==> src/include/trace_consts.svh <==
// Retirement trace constants: datapath and tag widths, lane depths and reorder queue length
`ifndef TRACE_CONSTS_SVH
`define TRACE_CONSTS_SVH

// Operand and result width of every lane
`define TRACE_DATA_WIDTH 32

// Tag carried by each instruction from issue to its trace record
`define TRACE_TAG_WIDTH 8

// Depth of each functional lane in clock edges
`define ALU_LATENCY 1
`define STORE_LATENCY 2
`define MUL_LATENCY 3

// One queue slot per cycle of the deepest lane
`define REORDER_LEN 3

`endif

==> src/verilog/isa_pkg.sv <==
// Instruction-side types shared by the issue stage and the functional lanes
`default_nettype none

`include "trace_consts.svh"

package isa_pkg;

    typedef enum logic [2:0]
    {
        OP_ADD,
        OP_SUB,
        OP_XOR,
        OP_MUL,
        OP_STORE
    } opcode_t;

    typedef enum logic
    {
        SIZE_BYTE,
        SIZE_WORD
    } store_size_t;

    // One instruction as it leaves the issue register
    typedef struct packed
    {
        logic [`TRACE_TAG_WIDTH-1:0] tag;
        opcode_t op;
        store_size_t size;
        logic [4:0] dest;
        logic [`TRACE_DATA_WIDTH-1:0] src_a;
        logic [`TRACE_DATA_WIDTH-1:0] src_b;
        // Signed byte offset, only meaningful for stores
        logic signed [11:0] imm;
    } instr_t;

endpackage

`default_nettype wire

==> src/verilog/trace_pkg.sv <==
// Trace-side types: event kinds and the record that leaves the reorder queue
`default_nettype none

`include "trace_consts.svh"

package trace_pkg;

    typedef enum logic [1:0]
    {
        EV_NONE,
        EV_REG_WRITE,
        EV_STORE
    } event_kind_t;

    // Register write layout of the payload word
    typedef struct packed
    {
        logic [4:0] dest;
        logic [`TRACE_DATA_WIDTH-1:0] value;
        // Fills out the width of the store view
        logic [30:0] pad;
    } reg_write_view_t;

    // Store layout of the payload word
    typedef struct packed
    {
        logic [`TRACE_DATA_WIDTH-1:0] addr;
        logic [3:0] mask;
        logic [`TRACE_DATA_WIDTH-1:0] data;
    } store_view_t;

    // The kind field of the event selects which view is valid
    typedef union packed
    {
        reg_write_view_t reg_write;
        store_view_t store;
    } trace_payload_u;

    typedef struct packed
    {
        event_kind_t kind;
        logic [`TRACE_TAG_WIDTH-1:0] tag;
        trace_payload_u payload;
    } trace_event_t;

endpackage

`default_nettype wire

==> src/verilog/issue_stage.sv <==
// Issue register that accepts instructions and decodes the opcode into a lane select
`default_nettype none
`timescale 1ns/100ps

module issue_stage
(
    input wire logic clk,
    input wire logic reset,
    input wire logic stall,

    input wire logic in_valid,
    output logic in_ready,
    input wire isa_pkg::instr_t in_instr,

    output isa_pkg::instr_t issued,
    output logic alu_go,
    output logic store_go,
    output logic mul_go
);

    // The whole pipeline holds together, so the input can only move when nothing stalls
    assign in_ready = !stall;

    always_ff @(posedge clk, posedge reset)
    begin
        if (reset)
        begin
            alu_go <= 1'b0;
            store_go <= 1'b0;
            mul_go <= 1'b0;
        end
        else if (!stall)
        begin
            alu_go <= 1'b0;
            store_go <= 1'b0;
            mul_go <= 1'b0;
            if (in_valid)
            begin
                case (in_instr.op)
                    isa_pkg::OP_ADD, isa_pkg::OP_SUB, isa_pkg::OP_XOR:
                        alu_go <= 1'b1;
                    isa_pkg::OP_STORE:
                        store_go <= 1'b1;
                    isa_pkg::OP_MUL:
                        mul_go <= 1'b1;
                    default:
                        ;
                endcase
            end
        end
    end

    // Instruction fields carry no reset, the go bits qualify them
    always_ff @(posedge clk)
    begin
        if (!stall && in_valid)
            issued <= in_instr;
    end

    // Two lanes started from one instruction would put two events in the queue for one tag
    one_lane_per_instr: assert property (@(posedge clk) disable iff (reset)
        $onehot0({alu_go, store_go, mul_go}))
        else $error("issue_stage: more than one lane selected");

endmodule

`default_nettype wire

==> src/verilog/alu_lane.sv <==
// Single-stage integer lane for add, sub and xor that emits register write events
`default_nettype none
`timescale 1ns/100ps

`include "trace_consts.svh"

module alu_lane
(
    input wire logic clk,
    input wire logic reset,
    input wire logic stall,
    input wire logic go,
    input wire isa_pkg::instr_t instr,
    output trace_pkg::trace_event_t result
);

    logic [`TRACE_DATA_WIDTH-1:0] alu_value;
    logic valid_q;
    logic [`TRACE_TAG_WIDTH-1:0] tag_q;
    logic [4:0] dest_q;
    logic [`TRACE_DATA_WIDTH-1:0] value_q;

    always_comb
    begin
        case (instr.op)
            isa_pkg::OP_ADD: alu_value = instr.src_a + instr.src_b;
            isa_pkg::OP_SUB: alu_value = instr.src_a - instr.src_b;
            isa_pkg::OP_XOR: alu_value = instr.src_a ^ instr.src_b;
            default: alu_value = '0;
        endcase
    end

    always_ff @(posedge clk, posedge reset)
    begin
        if (reset)
            valid_q <= 1'b0;
        else if (!stall)
            valid_q <= go;
    end

    always_ff @(posedge clk)
    begin
        if (!stall && go)
        begin
            tag_q <= instr.tag;
            dest_q <= instr.dest;
            value_q <= alu_value;
        end
    end

    always_comb
    begin
        result.kind = valid_q ? trace_pkg::EV_REG_WRITE : trace_pkg::EV_NONE;
        result.tag = tag_q;
        result.payload.reg_write.dest = dest_q;
        result.payload.reg_write.value = value_q;
        result.payload.reg_write.pad = '0;
    end

endmodule

`default_nettype wire

==> src/verilog/store_lane.sv <==
// Two-stage store lane: address generation, then alignment, byte mask and data placement
`default_nettype none
`timescale 1ns/100ps

`include "trace_consts.svh"

module store_lane
(
    input wire logic clk,
    input wire logic reset,
    input wire logic stall,
    input wire logic go,
    input wire isa_pkg::instr_t instr,
    output trace_pkg::trace_event_t result
);

    logic s1_valid;
    logic [`TRACE_TAG_WIDTH-1:0] s1_tag;
    logic [`TRACE_DATA_WIDTH-1:0] s1_addr;
    isa_pkg::store_size_t s1_size;
    logic [`TRACE_DATA_WIDTH-1:0] s1_data;
    logic s2_valid;
    logic [`TRACE_TAG_WIDTH-1:0] s2_tag;
    logic [`TRACE_DATA_WIDTH-1:0] s2_addr;
    logic [3:0] s2_mask;
    logic [`TRACE_DATA_WIDTH-1:0] s2_data;

    always_ff @(posedge clk, posedge reset)
    begin
        if (reset)
        begin
            s1_valid <= 1'b0;
            s2_valid <= 1'b0;
        end
        else if (!stall)
        begin
            s1_valid <= go;
            s2_valid <= s1_valid;
        end
    end

    always_ff @(posedge clk)
    begin
        if (!stall)
        begin
            // Stage 1 adds the sign-extended offset to the base
            s1_tag <= instr.tag;
            s1_addr <= instr.src_a + {{(`TRACE_DATA_WIDTH - 12){instr.imm[11]}}, instr.imm};
            s1_size <= instr.size;
            s1_data <= instr.src_b;

            // Stage 2 reports the word address with byte lanes selected by the mask
            s2_tag <= s1_tag;
            s2_addr <= {s1_addr[`TRACE_DATA_WIDTH-1:2], 2'b00};
            if (s1_size == isa_pkg::SIZE_BYTE)
            begin
                s2_mask <= 4'b0001 << s1_addr[1:0];
                s2_data <= {4{s1_data[7:0]}};
            end
            else
            begin
                s2_mask <= 4'b1111;
                s2_data <= s1_data;
            end
        end
    end

    always_comb
    begin
        result.kind = s2_valid ? trace_pkg::EV_STORE : trace_pkg::EV_NONE;
        result.tag = s2_tag;
        result.payload.store.addr = s2_addr;
        result.payload.store.mask = s2_mask;
        result.payload.store.data = s2_data;
    end

    // Word stores are expected aligned by the issuer, the mask has no way to express a split
    word_store_aligned: assert property (@(posedge clk) disable iff (reset)
        s1_valid && s1_size == isa_pkg::SIZE_WORD |-> s1_addr[1:0] == 2'b00)
        else $error("store_lane: misaligned word store, addr %h", s1_addr);

endmodule

`default_nettype wire

==> src/verilog/mul_lane.sv <==
// Three-stage multiply lane that builds the low product word from partial products
`default_nettype none
`timescale 1ns/100ps

`include "trace_consts.svh"

module mul_lane
(
    input wire logic clk,
    input wire logic reset,
    input wire logic stall,
    input wire logic go,
    input wire isa_pkg::instr_t instr,
    output trace_pkg::trace_event_t result
);

    localparam int HALF = `TRACE_DATA_WIDTH / 2;

    logic [HALF-1:0] a_lo;
    logic [HALF-1:0] a_hi;
    logic [HALF-1:0] b_lo;
    logic [HALF-1:0] b_hi;
    logic [2:0] valid_q;
    logic [`TRACE_TAG_WIDTH-1:0] tag_q[3];
    logic [4:0] dest_q[3];
    logic [`TRACE_DATA_WIDTH-1:0] s1_ll;
    logic [HALF-1:0] s1_lh;
    logic [HALF-1:0] s1_hl;
    logic [`TRACE_DATA_WIDTH-1:0] s2_ll;
    logic [HALF-1:0] s2_cross;
    logic [`TRACE_DATA_WIDTH-1:0] s3_value;

    assign a_lo = instr.src_a[HALF-1:0];
    assign a_hi = instr.src_a[`TRACE_DATA_WIDTH-1:HALF];
    assign b_lo = instr.src_b[HALF-1:0];
    assign b_hi = instr.src_b[`TRACE_DATA_WIDTH-1:HALF];

    // Each stage holds its own multiply, so up to three can be in flight
    always_ff @(posedge clk, posedge reset)
    begin
        if (reset)
            valid_q <= '0;
        else if (!stall)
            valid_q <= {valid_q[1:0], go};
    end

    always_ff @(posedge clk)
    begin
        if (!stall)
        begin
            tag_q[0] <= instr.tag;
            dest_q[0] <= instr.dest;
            for (int i = 1; i < 3; i++)
            begin
                tag_q[i] <= tag_q[i - 1];
                dest_q[i] <= dest_q[i - 1];
            end

            // Only the low half of each cross product reaches the low result word
            s1_ll <= {{HALF{1'b0}}, a_lo} * {{HALF{1'b0}}, b_lo};
            s1_lh <= a_lo * b_hi;
            s1_hl <= a_hi * b_lo;

            s2_ll <= s1_ll;
            s2_cross <= s1_lh + s1_hl;

            s3_value <= s2_ll + {s2_cross, {HALF{1'b0}}};
        end
    end

    always_comb
    begin
        result.kind = valid_q[2] ? trace_pkg::EV_REG_WRITE : trace_pkg::EV_NONE;
        result.tag = tag_q[2];
        result.payload.reg_write.dest = dest_q[2];
        result.payload.reg_write.value = s3_value;
        result.payload.reg_write.pad = '0;
    end

endmodule

`default_nettype wire

==> src/verilog/trace_reorder_queue.sv <==
// Shift queue that inserts lane events by latency so trace records leave in issue order
`default_nettype none
`timescale 1ns/100ps

`include "trace_consts.svh"

module trace_reorder_queue
(
    input wire logic clk,
    input wire logic reset,
    input wire logic stall,

    input wire trace_pkg::trace_event_t alu_event,
    input wire trace_pkg::trace_event_t store_event,
    input wire trace_pkg::trace_event_t mul_event,

    output logic trace_valid,
    output trace_pkg::trace_event_t trace_event
);

    // A lane of latency L lands where it still has REORDER_LEN - L shifts to go
    localparam int ALU_SLOT = `REORDER_LEN - `ALU_LATENCY;
    localparam int STORE_SLOT = `REORDER_LEN - `STORE_LATENCY;
    localparam int MUL_SLOT = `REORDER_LEN - `MUL_LATENCY;

    trace_pkg::event_kind_t slot_kind[`REORDER_LEN];
    logic [`TRACE_TAG_WIDTH-1:0] slot_tag[`REORDER_LEN];
    trace_pkg::trace_payload_u slot_payload[`REORDER_LEN];

    always_ff @(posedge clk, posedge reset)
    begin
        if (reset)
        begin
            for (int i = 0; i < `REORDER_LEN; i++)
                slot_kind[i] <= trace_pkg::EV_NONE;
        end
        else if (!stall)
        begin
            for (int i = 0; i < `REORDER_LEN - 1; i++)
                slot_kind[i] <= slot_kind[i + 1];
            slot_kind[`REORDER_LEN - 1] <= trace_pkg::EV_NONE;

            if (mul_event.kind != trace_pkg::EV_NONE)
                slot_kind[MUL_SLOT] <= mul_event.kind;
            if (store_event.kind != trace_pkg::EV_NONE)
                slot_kind[STORE_SLOT] <= store_event.kind;
            if (alu_event.kind != trace_pkg::EV_NONE)
                slot_kind[ALU_SLOT] <= alu_event.kind;
        end
    end

    always_ff @(posedge clk)
    begin
        if (!stall)
        begin
            for (int i = 0; i < `REORDER_LEN - 1; i++)
            begin
                slot_tag[i] <= slot_tag[i + 1];
                slot_payload[i] <= slot_payload[i + 1];
            end

            if (mul_event.kind != trace_pkg::EV_NONE)
            begin
                slot_tag[MUL_SLOT] <= mul_event.tag;
                slot_payload[MUL_SLOT] <= mul_event.payload;
            end
            if (store_event.kind != trace_pkg::EV_NONE)
            begin
                slot_tag[STORE_SLOT] <= store_event.tag;
                slot_payload[STORE_SLOT] <= store_event.payload;
            end
            if (alu_event.kind != trace_pkg::EV_NONE)
            begin
                slot_tag[ALU_SLOT] <= alu_event.tag;
                slot_payload[ALU_SLOT] <= alu_event.payload;
            end
        end
    end

    always_comb
    begin
        trace_event.kind = slot_kind[0];
        trace_event.tag = slot_tag[0];
        trace_event.payload = slot_payload[0];
    end

    assign trace_valid = slot_kind[0] != trace_pkg::EV_NONE;

    // After a shift, slot s holds what was in slot s+1. The ALU slot is the tail and is
    // always free, so only the two deeper lanes can collide
    mul_slot_free: assert property (@(posedge clk) disable iff (reset)
        !stall && mul_event.kind != trace_pkg::EV_NONE
            |-> slot_kind[MUL_SLOT + 1] == trace_pkg::EV_NONE)
        else $error("trace_reorder_queue: multiply event overwrites tag %h",
            slot_tag[MUL_SLOT + 1]);

    store_slot_free: assert property (@(posedge clk) disable iff (reset)
        !stall && store_event.kind != trace_pkg::EV_NONE
            |-> slot_kind[STORE_SLOT + 1] == trace_pkg::EV_NONE)
        else $error("trace_reorder_queue: store event overwrites tag %h",
            slot_tag[STORE_SLOT + 1]);

    // The consumer may sample the head at any point of a stall
    head_stable: assert property (@(posedge clk) disable iff (reset)
        trace_valid && stall |=> $stable(trace_event))
        else $error("trace_reorder_queue: head changed while stalled");

endmodule

`default_nettype wire

==> src/verilog/trace_retire_top.sv <==
// Retirement trace top level: issue, three lanes, reorder queue and the global stall
`default_nettype none
`timescale 1ns/100ps

module trace_retire_top
(
    input wire logic clk,
    input wire logic reset,

    input wire logic in_valid,
    output logic in_ready,
    input wire isa_pkg::instr_t in_instr,

    output logic trace_valid,
    input wire logic trace_ready,
    output trace_pkg::trace_event_t trace_event
);

    logic stall;
    isa_pkg::instr_t issued;
    logic alu_go;
    logic store_go;
    logic mul_go;
    trace_pkg::trace_event_t alu_event;
    trace_pkg::trace_event_t store_event;
    trace_pkg::trace_event_t mul_event;

    // Slot positions assume all lanes advance together, so one refused record
    // freezes the whole pipeline
    assign stall = trace_valid && !trace_ready;

    issue_stage issue_stage_i
    (
        .clk(clk),
        .reset(reset),
        .stall(stall),
        .in_valid(in_valid),
        .in_ready(in_ready),
        .in_instr(in_instr),
        .issued(issued),
        .alu_go(alu_go),
        .store_go(store_go),
        .mul_go(mul_go)
    );

    alu_lane alu_lane_i
    (
        .clk(clk),
        .reset(reset),
        .stall(stall),
        .go(alu_go),
        .instr(issued),
        .result(alu_event)
    );

    store_lane store_lane_i
    (
        .clk(clk),
        .reset(reset),
        .stall(stall),
        .go(store_go),
        .instr(issued),
        .result(store_event)
    );

    mul_lane mul_lane_i
    (
        .clk(clk),
        .reset(reset),
        .stall(stall),
        .go(mul_go),
        .instr(issued),
        .result(mul_event)
    );

    trace_reorder_queue trace_reorder_queue_i
    (
        .clk(clk),
        .reset(reset),
        .stall(stall),
        .alu_event(alu_event),
        .store_event(store_event),
        .mul_event(mul_event),
        .trace_valid(trace_valid),
        .trace_event(trace_event)
    );

endmodule

`default_nettype wire

==> config.mk <==
export PLATFORM = sky130hd
export DESIGN_NAME = trace_retire_top
export DESIGN_NICKNAME = d
export VERILOG_FILES = /design/src/verilog/isa_pkg.sv /design/src/verilog/trace_pkg.sv /design/src/verilog/issue_stage.sv /design/src/verilog/alu_lane.sv /design/src/verilog/store_lane.sv /design/src/verilog/mul_lane.sv /design/src/verilog/trace_reorder_queue.sv /design/src/verilog/trace_retire_top.sv
export VERILOG_INCLUDE_DIRS = /design/src /design/src/include
export SDC_FILE = /design/constraint.sdc
export NUM_CORES = 2
export LEC_CHECK = 0
export BUFFER_PORTS_ARGS = -buffer_cell sky130_fd_sc_hd__buf_2
export CORE_MARGIN = 4
export CORE_UTILIZATION = 57
export CTS_CLUSTER_DIAMETER = 200
export DETAILED_ROUTE_END_ITERATION = 6
export GPL_TIMING_DRIVEN = 0
export PLACE_DENSITY_LB_ADDON = 0.25
export SLEW_MARGIN = 20
export SYNTH_ARGS = -nofsm -noshare
export SYNTH_HDL_FRONTEND = slang
export SYNTH_SLANG_ARGS = --single-unit
==> constraint.sdc <==
create_clock -name clk -period 10 [get_ports clk]
set_input_delay 0 -clock clk [delete_from_list [all_inputs] [get_ports clk]]
set_output_delay 0 -clock clk [all_outputs]
set_load 0.01 [all_outputs]
# [Word level (Yosys, flattened, before mapping)]
# Memory sizes are Yosys's and may differ from the RTL's.
# Cells that the tools add are included.
[classes] n_addsub=5 mul=3 n_eq_ne=6 n_shift=1 mux=28 bitwise=5 n_reduce_logical=12
[ops] operator="$mux 68" n=2
[ops] operator="$add 32x32->32" n=3
[ops] operator="$pmux 32 s3" n=1
[ops] operator="$mul 16x16->16" n=2
[ops] operator="$mul 16x16->32" n=1
[ops] operator="$mux 32" n=1
[ops] operator="$sub 32x32->32" n=1
[ops] operator="$xor 32x32->32" n=1
[ops] operator="$mux 1" n=19
[ops] operator="$add 16x16->16" n=1
[ops] operator="$mux 8" n=2
[ops] operator="$eq 3x2->1 const B" n=3
[ops] operator="$reduce_bool 2->1" n=4
[ops] operator="$eq 3x1->1 const B" n=2
[ops] operator="$logic_not 3->1" n=2
[ops] operator="$mux 2" n=3
[ops] operator="$or 1x1->1" n=4
[ops] operator="$shl 1x2->4 const A" n=1
[ops] operator="$eq 3x3->1 const B" n=1
[ops] operator="$logic_and 1x1->1" n=3
[ops] operator="$reduce_or 3->1" n=1
[ops] operator="$logic_not 1->1" n=2
[totals] reg_bits=444 ram_bits=267 input_bits=97 out_inout_bits=80 word_cells=98 n_memories=4
[memory_table] memory="trace_reorder_queue_i.slot_payload" words=3 width=68 rd=3 rd_clocked_by_memory_dff=0 write_ports=3 line="trace_reorder_queue.sv:28" source="trace_pkg::trace_payload_u slot_payload[`REORDER_LEN];"
[memory_table] memory="mul_lane_i.tag_q" words=3 width=8 rd=3 rd_clocked_by_memory_dff=0 write_ports=3 line="mul_lane.sv:24" source="logic [`TRACE_TAG_WIDTH-1:0] tag_q[3];"
[memory_table] memory="trace_reorder_queue_i.slot_tag" words=3 width=8 rd=3 rd_clocked_by_memory_dff=0 write_ports=3 line="trace_reorder_queue.sv:27" source="logic [`TRACE_TAG_WIDTH-1:0] slot_tag[`REORDER_LEN];"
[memory_table] memory="mul_lane_i.dest_q" words=3 width=5 rd=3 rd_clocked_by_memory_dff=0 write_ports=3 line="mul_lane.sv:25" source="logic [4:0] dest_q[3];"

# [Depth between registers and ports, before layout]
[logic_depth] depth_word=6 depth_mapped=26 depth_no_buf=24

# [Modules after synthesis]
# Synthesis repeated with hierarchy kept, for this count alone.
[unflattened] hier_cells=3932 hier_area_um2=47530.6
[modules_own_cells] module="mul_lane" instances=1 cells_per_inst=2379 area_each_um2=23667.7 seq_area_each_um2=5570.3
[modules_own_cells] module="trace_reorder_queue" instances=1 cells_per_inst=503 area_each_um2=9942.0 seq_area_each_um2=6996.7
[modules_own_cells] module="store_lane" instances=1 cells_per_inst=454 area_each_um2=6523.8 seq_area_each_um2=4464.3
[modules_own_cells] module="alu_lane" instances=1 cells_per_inst=485 area_each_um2=4445.5 seq_area_each_um2=1376.3
[modules_own_cells] module="issue_stage" instances=1 cells_per_inst=110 area_each_um2=2937.8 seq_area_each_um2=2867.8
[modules_own_cells] module="trace_retire_top" instances=1 cells_per_inst=1 area_each_um2=13.8 seq_area_each_um2=0.0

# [Least setup slack after synthesis]
# OpenSTA, ideal clock, no wires.
[synth_path] path_kind="register -> register" from="reg trace_reorder_queue_i.slot_kind, in the netlist trace_reorder_queue_i.trace_event[76]" to="reg trace_reorder_queue_i.slot_kind, in the netlist trace_reorder_queue_i.trace_event[76]" setup_time_ps=104 arrival_time_ps=10758 t_required_ps=9896 path_slack_ps=-862 stages_incl_launch_ff=7 path_buffers=1 synth_period_minus_slack_ps=10862 cell_sequence="dfrtp_1 > or2_2 > nor2b_1 > clkinv_1 > clkbuf_1 > o21ai_0 > nand2_1"
[synth_between] elab_chain_cells=2
[synth_lines] element="from (decl)" line="trace_reorder_queue.sv:26" source="trace_pkg::event_kind_t slot_kind[`REORDER_LEN];"
[synth_lines] element="from (signal, indexed assignment)" line="trace_reorder_queue.sv:35" source="slot_kind[i] <= trace_pkg::EV_NONE;"
[synth_lines] element="from (signal, indexed assignment)" line="trace_reorder_queue.sv:40" source="slot_kind[i] <= slot_kind[i + 1];"
[synth_lines] element="from (signal, indexed assignment)" line="trace_reorder_queue.sv:41" source="slot_kind[`REORDER_LEN - 1] <= trace_pkg::EV_NONE;"
[synth_lines] element="$reduce_bool 2->1" line="trace_reorder_queue.sv:87" source="assign trace_valid = slot_kind[0] != trace_pkg::EV_NONE;"
[synth_lines] element="net trace_valid" line="trace_retire_top.sv:14" source="output logic trace_valid,"
[synth_lines] element="$logic_and 1x1->1" line="trace_retire_top.sv:30" source="assign stall = trace_valid && !trace_ready;"
# The timed path passes the listed nets, and every way through them passes these cells.
# A chain may end at the register's enable or synchronous reset.

# [Final worst setup path]
[layout_path] from="reg issue_stage_i.issued[16] (netlist name)" to="reg mul_lane_i.s1_ll[28], data pin"
[layout_between] elab_chain_cells=1
[layout_lines] element="$mul 16x16->32" line="mul_lane.sv:60" source="s1_ll <= {{HALF{1'b0}}, a_lo} * {{HALF{1'b0}}, b_lo};"
[layout_lines] element="to (signal assigned)" line="mul_lane.sv:60"
[layout_lines] element="to (decl)" line="mul_lane.sv:26" source="logic [`TRACE_DATA_WIDTH-1:0] s1_ll;"
# Every way passes these cells.

==> impl_results.rst <==
.. list-table::
   :header-rows: 1

   * - Metric
     - Value
   * - Result of the run
     - finished clean
   * - Number of failing setup endpoints in the final timing report
     - 0
   * - Worst-path clk slew
     - 0.07 ns
   * - GR Util All Layers
     - 0.297
   * - Overall via count from detail_route
     - 28900
   * - Number of I/O pins
     - 177
   * - Worst Setup Path Type
     - register to register
   * - Grt ovf
     - 0
   * - Average size of a mapped cell
     - 11.9 sq um
   * - Combined area of all synthesized cells
     - 0.0440 sq mm
   * - Total wirelength of the detailed-routed design
     - 119000 um
   * - Total clock buffers created by CTS
     - 70
   * - Worst-case clock skew
     - 0.0215 ns
   * - Worst-case headroom to the max-slew limit
     - 0.213
   * - Met3 Usage GRT
     - 0.0666
   * - Average detailed-routed wire length per instance
     - 23.1 um
   * - Number of synthesized flops with an enable pin
     - 649
   * - Cell with the most instances after synthesis
     - sky130_fd_sc_hd__edfxtp_1
   * - Total Negative Setup Slacks
     - 0 ns
   * - Area overhead of the layout relative to synthesis
     - 13.0%
   * - # nets final
     - 4833
   * - Count of standard-cell rows
     - 101
   * - Busiest layer in global routing
     - met2
   * - Critical path data required time
     - 10.37 ns
   * - Top fanout value on the critical path
     - 11
   * - Via-per-instance ratio
     - 5.61
   * - Number of warnings reported in the yosys synthesis log
     - 0
   * - DRC violation count after routing
     - 0
   * - Post-detail-place hpwl
     - 88900 um
   * - Number of global-route vias before repair
     - 29300
   * - Total of fill cells in the finished design
     - 5827
   * - Buffers added on ports
     - 176
   * - Die Footprint
     - 0.0818 sq mm
   * - Count of clock tree sinks
     - 663
   * - Number of nets produced by synthesis
     - 4475
   * - Clk Latency, worst-skew pair
     - 0.63 ns
   * - Tmin final
     - 8.14 ns
   * - M2 GR Usage
     - 0.462
   * - Async set or reset register ratio after synthesis
     - 0.0211
   * - Number of nets still failing antenna checks after routing
     - 0
   * - Achievable Freq
     - 123 MHz
   * - Width of the chip
     - 286 um
   * - Unrepaired setup endpoints after global routing
     - false
   * - Fraction of final layout cells sized beyond drive strength 1
     - 0.116
   * - Gpl congestion
     - 1.02
   * - Post-layout worst setup margin
     - 1.86 ns
   * - DR iter-0 viols
     - 2796
   * - Critical path launch point type
     - register
   * - Max-cap violation count
     - 0
   * - Post-Place Worst Slack
     - 2.14 ns
   * - Number of antenna violations at the first check in global routing
     - 5
   * - Signal arrival time at the worst endpoint
     - 8.51 ns
   * - Root buffer cell
     - sky130_fd_sc_hd__clkbuf_16
   * - Clock tree from TritonCTS
     - done
   * - Final Max Tran Viols
     - 0
   * - Global-route wire length before repair
     - 180000 um
   * - Met1 routing resource usage after global routing
     - 0.398
   * - Biggest area consumer among synthesized cells
     - sky130_fd_sc_hd__edfxtp_1
   * - Vert. Die Dim
     - 286 um
   * - Synthesis-stage register bit count
     - 663
   * - Final core occ
     - 0.653
   * - Number of library cell types mapped by synthesis
     - 72
   * - Max Root-Sink Buffers
     - 3
   * - Portion of the clock cycle consumed by the worst path in the final layout
     - 0.814
   * - Commonest cells in the synthesized netlist
     - sky130_fd_sc_hd__edfxtp_1, sky130_fd_sc_hd__inv_1, sky130_fd_sc_hd__nand2_1, sky130_fd_sc_hd__fa_1, sky130_fd_sc_hd__ha_1
   * - Cells taking the most area after synthesis
     - sky130_fd_sc_hd__edfxtp_1, sky130_fd_sc_hd__fa_1, sky130_fd_sc_hd__ha_1, sky130_fd_sc_hd__inv_1, sky130_fd_sc_hd__and2_1
   * - TritonRoute pass-1 iters
     - 5
   * - Post-CTS setup buffer count
     - 0
   * - Seq/Total Area, Yosys
     - 0.451
   * - Initial standard-cell utilization of the core
     - 0.578
   * - Pin count of the biggest net entering global routing
     - 90
   * - Synth Instances
     - 3709
   * - Kind of end point of the critical path
     - register
   * - Share of the synthesized area in the top cell type
     - 0.443
   * - Commonest register cell after synthesis
     - sky130_fd_sc_hd__edfxtp_1
   * - Worst Max-Slew Pin Slew
     - 1.18 ns
   * - Core ar.
     - 0.0762 sq mm
   * - Class of the tightest hold or removal check
     - input port to register
   * - Final hold violations
     - 0
   * - Level count of the clock H-tree
     - 3
   * - Hold Worst Slack
     - 0.0730 ns
==> final timing paths <==
kind | start | end | slack (ns) | depth (start not counted)
hold / removal | in_instr[73] | issue_stage_i.issued[73] | 0.07 | 2
hold reg to reg | alu_lane_i.value_q[16] | trace_reorder_queue_i.slot_payload[0][183] | 0.41 | 0
setup reg to reg | issue_stage_i.issued[16] | mul_lane_i.s1_ll[28] | 1.86 | 21
setup / recovery | issue_stage_i.issued[16] | mul_lane_i.s1_ll[28] | 1.86 | 21
max in group asynchronous | reset | trace_reorder_queue_i.trace_event[77] | 9.06 | 4
min in group asynchronous | reset | issue_stage_i.store_go | 0.54 | 4
==> worst max-delay path, stage by stage (launching register included) <==
cell and delay (ns):
sky130_fd_sc_hd__edfxtp_1 0.68, sky130_fd_sc_hd__clkbuf_1 0.88, sky130_fd_sc_hd__clkbuf_1 0.67, sky130_fd_sc_hd__nand2_1 0.18, sky130_fd_sc_hd__fa_1 0.54, sky130_fd_sc_hd__fa_1 0.47
sky130_fd_sc_hd__fa_1 0.53, sky130_fd_sc_hd__fa_1 0.54, sky130_fd_sc_hd__inv_1 0.05, sky130_fd_sc_hd__fa_1 0.50, sky130_fd_sc_hd__fa_1 0.43, sky130_fd_sc_hd__ha_1 0.36
sky130_fd_sc_hd__a21o_1 0.18, sky130_fd_sc_hd__a21o_1 0.20, sky130_fd_sc_hd__a21oi_1 0.13, sky130_fd_sc_hd__o21ai_1 0.19, sky130_fd_sc_hd__o21ai_1 0.35, sky130_fd_sc_hd__a21oi_1 0.17
sky130_fd_sc_hd__or3_1 0.34, sky130_fd_sc_hd__a21o_1 0.18, sky130_fd_sc_hd__a21oi_1 0.20, sky130_fd_sc_hd__xnor2_1 0.10
==> layout make-up <==
| class | count | area [sq um] | area share |
|---|---|---|---|
| Antenna cell | 5 | 12.5 | 0.000252 |
| Buffer | 220 | 1130 | 0.0227 |
| Clock buffer | 89 | 1820 | 0.0367 |
| Clock inverter | 36 | 404 | 0.00813 |
| Inverter | 516 | 1940 | 0.0390 |
| Multi-Input combinational cell | 2310 | 21100 | 0.425 |
| Sequential cell | 663 | 19800 | 0.399 |
| Tap cell | 1030 | 1290 | 0.0259 |
| Timing Repair Buffer | 286 | 2140 | 0.0431 |
==> timing repair <==
| item | CTS | global route |
|---|---|---|
| endpoints found under the hold margin | 132 | 0 |
| gates resized for setup | 0 | 0 |
| endpoints found under the setup margin | 0 | 0 |
| hold buffers | 98 | 0 |
==> sequential cells by signal, summed over array words and instances (netlist names), 24 cells and up <==
register                            flops
alu_lane_i.value_q                     32
issue_stage_i.issued                   93
mul_lane_i.s1_ll                       32
mul_lane_i.s2_ll                       32
mul_lane_i.s3_value                    32
store_lane_i.s1_addr                   32
store_lane_i.s1_data                   32
store_lane_i.s2_addr                   30
store_lane_i.s2_data                   32
trace_reorder_queue_i.slot_payload    173
trace_reorder_queue_i.slot_tag         24
==> cell families after synthesis <==
group                      Yosys count  share of synthesized area
xor gates and xnor gates           229                     0.0456
buffers and inverters              736                     0.0694
muxes                               90                     0.0230
adders and majority gates          669                      0.251
and+or+nand+nor                    960                      0.107
AOI/OAI and AO/OA                  362                     0.0532
DFF                                663                      0.451
==> through the flow <==
step                      std cells  area (sq um)
after floorplan                3709         44000
after global placement         4915         46200
after detailed placement       4927         46500
after CTS                      5150         49700
after global routing           5150         49700
final                          5155         49700
==> per-layer routing <==
| metal | up-vias | wire length [um] |
|---|---|---|
| li1 | 12900 | - |
| met1 | 14300 | 46200 |
| met2 | 1362 | 53500 |
| met3 | 328 | 12100 |
| met4 | 0 | 7180 |
| met5 | - | 0 |
==> cell usage in the layout (no fill, tap or decap), drive strengths merged, types with 110 or more instances in the layout <==
cell    instances
xnor2         167
fa            358
and2          272
nand2         405
ha            311
clkbuf        227
a21oi         110
edfxtp        649
buf           270
inv           518
Power is left out: the tool's default activity adds up to more than one toggle a clock period on the data nets, which glitch-free logic cannot reach.
